## src/design/icache_pkg.sv

```systemverilog
package icache_pkg;

    // physical byte address
    typedef logic [31:0] addr_t;

    // one instruction, also one memory beat
    typedef logic [31:0] word_t;

    // aligned instruction pair, lower address in the low half
    typedef logic [2*$bits(word_t)-1:0] pair_t;

    typedef word_t mem_data_t;

    // block of eight words, 32 bytes
    localparam int unsigned BLOCK_WORDS = 8;
    localparam int unsigned OFFSET_BITS = 5;

    // controller states
    typedef enum logic [2:0] {
        // hits and invalidates flow through
        S_RUN,
        // waiting for the memory credit
        S_MISS_REQ,
        // beats arriving, data store being written
        S_MISS_FILL,
        // victim tag written, toggle flipped
        S_TAG_WRITE,
        // stage B read again from the arrays
        S_REPLAY
    } ctrl_state_t;

endpackage

```

## src/design/refill_assembler.sv

```systemverilog
module refill_assembler #(
    parameter  int unsigned SET_NUM    = 64,
    localparam int unsigned INDEX_BITS = $clog2(SET_NUM),
    localparam int unsigned PAIR_BITS  = $clog2(icache_pkg::BLOCK_WORDS / 2),
    localparam int unsigned BEAT_BITS  = $clog2(icache_pkg::BLOCK_WORDS)
) (
    input  logic                  clk,
    input  logic                  rst_n,
    input  logic                  start_i,
    input  logic [1:0]            way_i,
    input  logic [INDEX_BITS-1:0] index_i,
    input  logic                  mem_rvalid_i,
    input  icache_pkg::mem_data_t mem_rdata_i,
    output logic [1:0]            we_o,
    output logic [INDEX_BITS-1:0] wr_index_o,
    output logic [PAIR_BITS-1:0]  wr_pair_o,
    output icache_pkg::pair_t     wr_data_o,
    output logic                  done_o
);

    typedef logic [BEAT_BITS-1:0] beat_t;

    localparam beat_t LAST_BEAT = beat_t'(icache_pkg::BLOCK_WORDS - 1);

    beat_t                 beat_q;
    logic [1:0]            way_q;
    logic [INDEX_BITS-1:0] index_q;
    icache_pkg::word_t     even_q;

    // beat counter, wraps back to zero after a full block
    always_ff @(posedge clk) begin
        if (!rst_n) begin
            beat_q <= '0;
            done_o <= 1'b0;
        end else begin
            done_o <= mem_rvalid_i && (beat_q == LAST_BEAT);
            if (start_i) begin
                beat_q <= '0;
            end else if (mem_rvalid_i) begin
                beat_q <= beat_q + beat_t'(1);
            end
        end
    end

    always_ff @(posedge clk) begin
        if (start_i) begin
            way_q   <= way_i;
            index_q <= index_i;
        end
        // hold the even word until its partner arrives
        if (mem_rvalid_i && !beat_q[0]) begin
            even_q <= mem_rdata_i;
        end
    end

    assign we_o       = (mem_rvalid_i && beat_q[0]) ? way_q : 2'b00;
    assign wr_index_o = index_q;
    assign wr_pair_o  = beat_q[1 +: PAIR_BITS];
    assign wr_data_o  = {mem_rdata_i, even_q};

endmodule

```

## config.mk

```make
export PLATFORM = sky130hd
export DESIGN_NAME = refill_assembler
export DESIGN_NICKNAME = d
export VERILOG_FILES = /design/src/design/icache_pkg.sv /design/src/design/refill_assembler.sv
export SDC_FILE = /design/constraint.sdc
export NUM_CORES = 1
export LEC_CHECK = 0
export ABC_AREA = 0
export BUFFER_PORTS_ARGS = -buffer_cell sky130_fd_sc_hd__buf_2
export CORE_MARGIN = 1.5
export CORE_UTILIZATION = 40
export CTS_CLUSTER_DIAMETER = 100
export DETAILED_ROUTE_END_ITERATION = 7
export PLACE_DENSITY = 0.86
export SYNTH_ARGS = -nofsm -noshare
export SYNTH_HDL_FRONTEND = slang
export SYNTH_SLANG_ARGS = --single-unit
```

## constraint.sdc

```tcl
create_clock -name clk -period 6.7 [get_ports clk]
set_input_delay 1.34 -clock clk [delete_from_list [all_inputs] [get_ports clk]]
set_output_delay 1.34 -clock clk [all_outputs]
set_load 0.05 [all_outputs]
```

# Yosys cells after proc, flatten, opt, wreduce, memory -nomap -nowiden
# Cells that the tools add are included.
[word_totals] ff_bits=44 input_bits=44 out_inout_bits=75 elab_cells=14
[classes] addsub=1 eq_ne=1 muxes=1 bitwise_logic=1 n_reduce_logical=5
[ops] op="$add 3x1->3 const B" count=1
[ops] op="$eq 3x3->1 const B" count=1
[ops] op="$logic_and 1x1->1" count=3
[ops] op="$mux 2" count=1
[ops] op="$reduce_or 2->1" count=1
[ops] op="$logic_not 1->1" count=1
[ops] op="$not 1->1" count=1

# Longest topological paths before layout
[logic_depth] depth_word=2 mapped_depth=4 ltp_nobuf=4

# Least setup slack after synthesis
# Ideal clock, no wire load.
[synth_timing] path_kind="input to register" start="input port mem_rvalid_i" end="register even_q[0], enable pin" setup_time_ns=0.425 arrival_ns=2.916 required_ns=6.275 slack_ns=3.359 stages=2 path_buffers=1 path_cell_list="buf_6 nor2b_1"
[synth_via] elab_chain_cells=1
[synth_rtl] element="start: declaration" line_no="refill_assembler.sv:12" text="input logic mem_rvalid_i,"
[synth_rtl] element="$logic_and 1x1->1" line_no="refill_assembler.sv:51" text="if (mem_rvalid_i && !beat_q[0]) begin"
[synth_rtl] element="end signal: assignment" line_no="refill_assembler.sv:52" text="even_q <= mem_rdata_i;"
[synth_rtl] element="end: declaration" line_no="refill_assembler.sv:28" text="icache_pkg::word_t even_q;"
# Every way passes these cells.
# A chain may end at the register's enable or synchronous reset.

# Worst setup path after layout
[layout_timing] start="input port mem_rvalid_i" end="output port we_o[0]"
[layout_via] elab_chain_cells=2
[layout_rtl] element="$logic_and 1x1->1" line_no="refill_assembler.sv:56" text="assign we_o = (mem_rvalid_i && beat_q[0]) ? way_q : 2'b00;"
[layout_rtl] element="$mux 2" line_no="refill_assembler.sv:56"
[layout_rtl] element="end: declaration" line_no="refill_assembler.sv:14" text="output logic [1:0] we_o,"
# Every way passes these cells.

==> flow_metrics.tcl <==
set metrics [dict create \
    drive_gt1_frac 0.7120 \
    hold_path.class "register to register" \
    vias_per_cell 4.265 \
    cts.path.max_buffers 2 \
    io_buffers 118 \
    ys_types 11 \
    finalCritPeriodShare 0.4897 \
    syn-num-nets 138 \
    tns_ps 0 \
    yosysWarnings 0 \
    cts_buffers 5 \
    slew_headroom 0.4810 \
    clkTransAtPathRegs_ps 80 \
    grt_pass1_wl_mm 3.891 \
    ys.flop_type "edfxtp_1" \
    synth-seq-area-share 0.7775 \
    crit_required_ps 5360 \
    total_leakage_power_nw 1.013 \
    critPathLaunchType "primary input" \
    min_period_ps 3281 \
    fill_cells 328 \
    grt_util_all_layers 0.1208 \
    utilization 0.5428 \
    r2r_cells 2 \
    yosys.area.top_type "edfxtp_1" \
    crit_path_end_kind "output port" \
    wl_mm 2.816 \
    yosys.area.top_type_share 0.7289 \
    postSynthCellCount 92 \
    pre_cts_slack_ps 3428 \
    post_cts_buffers 0 \
    post-dp-hpwl_mm 2.272 \
    powerDensity_mw_per_mm2 302.5 \
    ys_top_cells_by_count "edfxtp_1 (40), buf_4 (34), dfxtp_1 (4), and3_2 (3), nor2_1 (3)" \
    antenna_found_initial 0 \
    setup_viol 0 \
    core-area_mm2 0.003971 \
    synth_area_leaders "edfxtp_1 (73%), buf_4 (15%), dfxtp_1 (4.9%)" \
    setup_ws_ps 3419 \
    gp_congestion 0.7441 \
    synthToLayoutAreaGrowth_pct 30.83 \
    status "completed" \
    n_antenna_cell 0 \
    overflow 0 \
    holdBufCountCts 0 \
    arrival_ps 1940 \
    synthArstFlopShare 0 \
    die_area_mm2 0.004514 \
    final_max_slew_viol_count 0 \
    max_freq_mhz 304.8 \
    wl_per_cell_um 12.03 \
    insertion_delay_ps 280 \
    crit_type "primary input to output port" \
    grt_max_degree 18 \
    slowest_delay_ps 250 \
    cts_tree "done" \
    die_w_um 67.19 \
    synth_most_common_cell "edfxtp_1" \
    first_iter_violations 23 \
    rsz0062_at_grt "no" \
    start_util 0.4149 \
    cpMaxStageDelayCell "buf_2" \
    postSynthAreaPerCell_um2 17.91 \
    critPathLaunch "mem_rvalid_i" \
    worstReg2RegStart "beat_q[0]" \
    grt_pass1_vias 889 \
    r2r_end "even_q[8]" \
    cts-htree-levels 2 \
    finalHoldViolations 0 \
    cts_resized 0 \
    firstDrtPassIters 2 \
    p_total_mw 0.6522 \
    cp_common_cell "buf_2" \
    irDropWorstVdd_uv 171.0 \
    fp.dieH_um 67.19 \
    cp_cell_sequence "buf_2 -> and3_2 -> buf_2" \
    nNetsFinal 229 \
    clkSinkCount 44 \
    synth_edf_count 40 \
    syn-cell-area_mm2 0.001648 \
    crit_fanout 7 \
    ant_nets 0 \
    rows 23 \
    r2r_slack_ps 5020 \
    tightest_slew_ps 774.9 \
    ys_ff_latch 44 \
    crit_path_end "we_o[0]" \
    route.detailed.drc 0 \
    via_count 998 \
    pin_count 119 \
    clockRootBuffer "clkbuf_8" \
    clock-skew-final_ps 4.509 \
    drv_cap 0 \
]
-- logic make-up (layout without fill, tap and decap cells) --
logic type	Yosys count	after routing	share of synthesized area
adder cells (fa/ha/maj)	2	2	0.01518
XOR/XNOR	1	1	0.005316
flip-flops	44	44	0.7775
buffers and inverters	35	127	0.1617
multiplexers	2	2	0.01215
AND/OR/NAND/NOR	8	8	0.02810
-- critical path, delay by kind of cell --
family | cells | cell delay, ps
simple gates | 1 | 190
buf+inv | 2 | 410
-- metrics by stage --
step	cells	hold WS (ps)	area (um2)
floorplan	92	490.9	1648
global placement	226	528.6	2044
detailed placement	226	531.7	2044
CTS	234	552.5	2156
global route	234	577.4	2156
finish	234	549.4	2156
-- cells in the final DEF (no fill, tap or decap), drive strengths merged --
cell type	instances
buf	119
edfxtp	40
clkbuf	5
dfxtp	4
and3	3
nor2	3
mux2i	2
ha	2
nor2b	1
nand2b	1
xnor2	1
clkinv	1
clkinvlp	1
bufinv	1
-- report_power, final --
part           internal [mW]  leakage [nW]  switching [mW]
logic                 0.0272         0.538           0.109
clock network          0.110        0.0541          0.0836
registers              0.318         0.421         0.00373
-- state kept, by name, summed over array words and instances, names as in the netlist --
| signal | flops |
|---|---|
| wr_index_o | 6 |
| beat_q | 3 |
| even_q | 32 |
| way_q | 2 |
| done_o | 1 |
-- per-layer routing --
layer,wire length [um],track usage,vias to the layer above,part of all wire
met5,0,0,-,0
met4,18,0.05357,0,0.0064
met3,388,0.07167,2,0.14
met2,1455,0.2054,72,0.52
met1,955,0.1175,452,0.34
li1,-,-,472,-
-- layout make-up --
class	instances	area [um2]	share of cell area
Sequential cell	44	1281	0.5943
Timing Repair Buffer	119	598.1	0.2774
Multi-Input combinational cell	13	102.6	0.04759
Clock buffer	5	68.82	0.03192
Tap cell	50	62.56	0.02902
Clock inverter	3	42.54	0.01973
-- worst min-delay path by stage --
stage / from / end / slack (ps) / cells past startpoint
global route: beat_q[1] / beat_q[1] / 580 / 2
finish: beat_q[1] / beat_q[1] / 550 / 2
detailed placement: beat_q[1] / beat_q[1] / 530 / 2
floorplan: beat_q[1] / beat_q[1] / 490 / 2
CTS: beat_q[1] / beat_q[1] / 550 / 2
global placement: beat_q[1] / beat_q[1] / 530 / 2
No activity file was read; power rests on OpenSTA's default activity.
