[config.mk]
export PLATFORM = sky130hd
export DESIGN_NAME = tag_store
export DESIGN_NICKNAME = d
export VERILOG_FILES = /design/src/design/icache_pkg.sv /design/src/design/tag_store.sv
export SDC_FILE = /design/constraint.sdc
export NUM_CORES = 2
export LEC_CHECK = 0
export BUFFER_PORTS_ARGS = -buffer_cell sky130_fd_sc_hd__buf_2
export CAP_MARGIN = 10
export CELL_PAD_IN_SITES_DETAIL_PLACEMENT = 0
export CELL_PAD_IN_SITES_GLOBAL_PLACEMENT = 1
export CORE_AREA = 2 2 429 431
export DETAILED_ROUTE_END_ITERATION = 8
export DIE_AREA = 0 0 431 433
export MAX_ROUTING_LAYER = met4
export PLACE_DENSITY = 0.86
export SETUP_SLACK_MARGIN = 0.02
export SLEW_MARGIN = 10
export SYNTH_ARGS = -nofsm -noshare
export SYNTH_HDL_FRONTEND = slang
export SYNTH_SLANG_ARGS = --single-unit
[constraint.sdc]
create_clock -name clk -period 4.98 [get_ports clk]
set_input_delay 0.747 -clock clk [delete_from_list [all_inputs] [get_ports clk]]
set_output_delay 0.747 -clock clk [all_outputs]
set_load 0.02 [all_outputs]
[src/design/icache_pkg.sv]
package icache_pkg;

    // physical byte address
    typedef logic [31:0] addr_t;

    // one instruction, also one memory beat
    typedef logic [31:0] word_t;

    // aligned instruction pair, lower address in the low half
    typedef logic [2*$bits(word_t)-1:0] pair_t;

    typedef word_t mem_data_t;

    // block of eight words, 32 bytes
    localparam int unsigned BLOCK_WORDS = 8;
    localparam int unsigned OFFSET_BITS = 5;

    // controller states
    typedef enum logic [2:0] {
        // hits and invalidates flow through
        S_RUN,
        // waiting for the memory credit
        S_MISS_REQ,
        // beats arriving, data store being written
        S_MISS_FILL,
        // victim tag written, toggle flipped
        S_TAG_WRITE,
        // stage B read again from the arrays
        S_REPLAY
    } ctrl_state_t;

endpackage

[src/design/tag_store.sv]
module tag_store #(
    parameter  int unsigned SET_NUM    = 64,
    localparam int unsigned INDEX_BITS = $clog2(SET_NUM),
    localparam int unsigned TAG_BITS   = 32 - icache_pkg::OFFSET_BITS - INDEX_BITS
) (
    input  logic                  clk,
    input  logic                  rst_n,
    input  logic                  rd_en_i,
    input  logic [INDEX_BITS-1:0] rd_index_i,
    input  logic [TAG_BITS-1:0]   cmp_tag_i,
    input  logic [1:0]            we_i,
    input  logic [INDEX_BITS-1:0] wr_index_i,
    input  logic [TAG_BITS-1:0]   wr_tag_i,
    input  logic                  wr_valid_i,
    output logic [1:0]            hit_o
);

    typedef logic [TAG_BITS-1:0] tag_t;

    tag_t                    tag_mem [2][SET_NUM];
    logic [1:0][SET_NUM-1:0] valid_q;
    tag_t                    rd_tag_q [2];
    logic [1:0]              rd_valid_q;

    // valid bits per way and set
    always_ff @(posedge clk) begin
        if (!rst_n) begin
            valid_q    <= '0;
            rd_valid_q <= '0;
        end else begin
            for (int w = 0; w < 2; w++) begin
                if (we_i[w]) begin
                    valid_q[w][wr_index_i] <= wr_valid_i;
                end
                if (rd_en_i) begin
                    rd_valid_q[w] <= valid_q[w][rd_index_i];
                end
            end
        end
    end

    always_ff @(posedge clk) begin
        for (int w = 0; w < 2; w++) begin
            if (we_i[w]) begin
                tag_mem[w][wr_index_i] <= wr_tag_i;
            end
            if (rd_en_i) begin
                rd_tag_q[w] <= tag_mem[w][rd_index_i];
            end
        end
    end

    // compare against the stage B tag
    always_comb begin
        for (int w = 0; w < 2; w++) begin
            hit_o[w] = rd_valid_q[w] && (rd_tag_q[w] == cmp_tag_i);
        end
    end

endmodule

# [After elaboration in Yosys (flattened, before gate mapping)]
# Memories as Yosys holds them, arrays and structs flattened.
# Cells that the tools add are included.
[word_totals] ram_bits=2730 output_inout_bits=2 inputBits=60 register_bits=130 memories=2
[memory_table] name="tag_mem" words=2 word_bits=1344 read_ports=2 rd_ports_with_merged_regs=0 write_ports=2 line="tag_store.sv:20" source="tag_t tag_mem [2][SET_NUM];"
[memory_table] name="rd_tag_q" words=2 word_bits=21 read_ports=2 rd_ports_with_merged_regs=0 write_ports=2 line="tag_store.sv:22" source="tag_t rd_tag_q [2];"
[op_classes] reduce_logical=4 n_bitwise=2 n_mux=22 magnitude_cmp=6 eq_ne=2
[ops] cell="1344-bit 2-to-1 mux" count=2
[ops] cell="21-bit binary-select mux with 6-bit select" count=2
[ops] cell="64-bit bitwise mux" count=2
[ops] cell="21-bit demux with 6-bit select" count=1
[ops] cell="21-bit 2-to-1 mux" count=5
[ops] cell="21-bit == test" count=2
[ops] cell="7-bit greater-or-equal comparator, second input constant" count=2
[ops] cell="6-bit by 7-bit < comparator with 1-bit output, second input constant" count=2
[ops] cell="6-bit NOT with 7-bit output" count=2
[ops] cell="1-bit binary-select mux with 6-bit select" count=2
[ops] cell="7-bit by 1-bit < comparator with 1-bit output, second input constant" count=1
[ops] cell="1-bit 2-to-1 mux" count=7
[ops] cell="1-bit demux with 6-bit select" count=1
[ops] cell="6-bit by 1-bit greater-or-equal comparator with 1-bit output, second input constant" count=1
[ops] cell="1-bit logical AND" count=4

# [Longest topological paths before layout]
[logic_depth] word_depth=6 ltp_mapped=10

# [Least setup slack after synthesis]
# OpenSTA, ideal clock, no wires.
[synth_path] kind="input-to-reg" start="input port wr_index_i[4]" end="memory tag_mem[0][546] (netlist bit) (enable)" path_slack_ps=1483 setup_time_ps=400 cell_stages=7 required_time_ps=4580 arrival_ps=3097 path_cell_list="clkbuf_1 > or3b_2 > clkbuf_1 > or2_2 > clkbuf_1 > clkbuf_1 > nor2_1"
[synth_lines] element="start, declared" line="tag_store.sv:12" source="input logic [INDEX_BITS-1:0] wr_index_i,"
[synth_lines] element="end, declared" line="tag_store.sv:20"

==> metrics.txt <==
antenna violations before repair=23; clk_lat worst skew=0.96 ns; hold buffer count at cts=0; VDD IR max=around 0.00031 V; routed len/inst=39.1 microns; Synth Warn #=0; Post-CTS Setup Bufs=0; Period minus WS final=3.86 ns; Final HPWL DP=between 150,000 and 200,000 microns; status=finished, final reports clean; CTS resizes=0; Max stage delay cell, worst path=nor2_1; GRT Total Usage=33.6%; period utilisation layout=between 70% and 80%; GP Congestion=0.894; Yosys top cell by area=edfxtp_1; I/O pin cnt=62; Congestion Overflow GR=0; fin nets=5,158; hold depth=1; largest cells by area after synthesis=edfxtp_1 (74%), mux4_2 (18%), dfxtp_1 (2.4%), a21boi_0 (0.87%), o21ai_0 (0.59%); floorplan core area=between 150,000 and 200,000 sq um; worst path cell trace=xor2_1, nor4_1, nand4_1, nor2_1, buf_2; uppermost layer routed=met4; row count=157; pwr dens=405 nW/um^2; Worst-path clk slew=0.07 ns; vias in the first global route=55,600; clk buf depth=4; Routed Antenna Nets=0; CP peak stage delay=0.59 ns; drt first-iter violations=~9,600; metal3 WL=37,900 microns; endpoints failing hold=0; post-route setup TNS=0 ns; cts bufs inserted=288; first-pass GRT wire length=between 400,000 and 500,000 microns; Yosys cell types=35; Root Driver=clkbuf_16; Crit Path Max Fanout=1; Initial Utilization=60.5%; clk_skew=0.0586 ns; Synth Cell Area=110,000 sq um; Port Buf Inserts=61; ratio of cells with drive above 1 in the final layout=32.7%; count of final max-slew check failures=0; total die area=187,000 sq um; R2R depth=5; Static Leak=38.5 nW; total clock sinks=between 2,000 and 3,000; fmax=259 MHz; largest net degree at the start of global routing=about 130; CTS tree=yes; WP data required=4.23 ns; Max-slew headroom=18.4%; Synth Area per Inst=around 23 sq um; syn_nets=4,844; post-DR vias/cell=7.28; critical path arrival=3.11 ns; Layout area overhead=12.4%; Finished Core Util=68.0%; Hold Path Class=primary input to flip-flop; wire length on met2=approximately 150,000 microns; metal1 wirelength=102,000 microns; max cap viols=0; Crit Path Category=flip-flop to primary output; cells after synthesis=4,784; Setup-failing EPs final=0; total wire length=300,000 microns; RSZ-0062 raised after global routing=false; H-tree Lvls=5; synthesized flop and latch total=2,860; top-area cell type share of the netlist area=74.4%; Chip Height=433 microns; Worst Max-Slew Pin Slew=1.22 ns; Residual DRC=0; sequential share of the synthesized area=76.7%; die width=431 microns; vias=55,900; Crit. End Element=primary output; Fin Hold WS=0.333 ns; TritonRoute pass-1 iters=8; crit path launch type=flip-flop
metal layers:
layer | vias to the layer above | GRT usage, %
li1 | 20900 | -
met1 | 29300 | 44.5
met2 | 4924 | 51.1
met3 | 811 | 7.92
met4 | 0 | 14.4
met5 | - | -
flip-flops by register name, summed over array words and instances (netlist names):
register / flops
rd_valid_q: 2
valid_q: 128
rd_tag_q: 42
tag_mem: 2688
worst paths after layout:
check             startpoint                to  slack (ns)
min reg2reg      valid_q[61]       valid_q[61]        0.48
max reg2reg  tag_mem[0][908]    rd_tag_q[0][5]        2.16
min             wr_tag_i[19]  tag_mem[0][1825]        0.33
max          rd_tag_q[0][34]          hit_o[1]        1.12
cell usage in the layout (no fill, tap or decap), types with 3 or more instances in the layout:
| cell type | n |
|---|---|
| edfxtp_1 | 2730 |
| mux4_2 | 886 |
| clkbuf_16 | 294 |
| buf_4 | 244 |
| nand2_1 | 133 |
| dfxtp_1 | 130 |
| o21ai_0 | 129 |
| nor2_2 | 128 |
| a21boi_0 | 127 |
| clkbuf_1 | 60 |
| mux2i_1 | 59 |
| clkinv_1 | 41 |
| xor2_1 | 40 |
| clkinv_2 | 38 |
| buf_12 | 37 |
| buf_2 | 33 |
| bufinv_16 | 24 |
| nor2b_1 | 18 |
| diode_2 | 15 |
| a211oi_1 | 15 |
| or2_2 | 12 |
| a21oi_1 | 11 |
| nor4_1 | 10 |
| clkinvlp_4 | 9 |
| nand3b_1 | 8 |
| nand3_1 | 8 |
| nor2_1 | 6 |
| a22oi_1 | 6 |
| a22o_1 | 6 |
| clkbuf_8 | 6 |
| nand4_1 | 4 |
| or3b_2 | 4 |
| inv_6 | 4 |
| buf_8 | 4 |
| clkinv_4 | 3 |
kinds of logic after synthesis:
kind of cell	synth area share (%)
AO/OA/AOI/OAI	1.75
XOR/XNOR	0.334
buffers and inverters	1.22
flip-flops	76.7
multiplexers	18.6
AND/OR/NAND/NOR	1.32
layout make-up:
| cell class | count | area [sq um] |
|---|---|---|
| clock buffers | 360 | 7660 |
| flip-flops and latches | 2860 | 84600 |
| multi-input cells | 1627 | 24600 |
| fillers | 10300 | 58200 |
| diodes | 15 | 37.5 |
| well taps | 2385 | 2980 |
| repair buffers | 319 | 2810 |
| inverters | 2 | 7.51 |
| clock inverters | 120 | 1210 |
metrics by stage:
| stage | total power [mW] | cells | cell area, sq um | setup WS, ns |
|---|---|---|---|---|
| 6_report | 50.2 | 7688 | 124000 | 1.12 |
| 5_1_grt | 51.2 | 7687 | 124000 | 1.30 |
| 4_1_cts | 50.3 | 7673 | 124000 | 1.29 |
| 3_5_place_dp | 29.6 | 7193 | 115000 | 0.714 |
| 3_3_place_gp | 29.5 | 7193 | 115000 | 0.744 |
| 2_1_floorplan | 28.5 | 4784 | 110000 | 1.48 |
worst max-delay path: cells and delay by family (launching register included):
family	cells	cell delay [ns]
buffers and inverters	1	0.30
AND/OR/NAND/NOR	3	1.06
flip-flops	1	0.56
XOR/XNOR	1	0.22
cells in the mapped netlist, drive strengths merged:
library cell  instances
or3                   2
a31oi                 2
and2                  1
a21boi              127
buf                 125
nand2               133
xnor2                 2
a21oi                11
o41ai                 2
mux2i                59
o21ai               129
dfxtp               130
nand4                 4
edfxtp             2730
nor2b                18
inv                   2
nor2                134
clkbuf              170
nand3                 8
o311a                 2
or3b                  4
or2                  12
nor3                  2
nor4                 10
a211oi               15
a22o                  6
xor2                 40
mux4                886
o31ai                 2
nand2b                2
a22oi                 6
nand3b                8
power by group:
| group | internal (mW) | switching (mW) | total [mW] | leakage (nW) |
|---|---|---|---|---|
| clock network | 12.1 | 8.87 | 21.0 | 4.33 |
| registers | 26.5 | 0.107 | 26.6 | 25.6 |
| logic | 1.00 | 1.57 | 2.58 | 8.57 |
(Power assumes the default switching activity.)
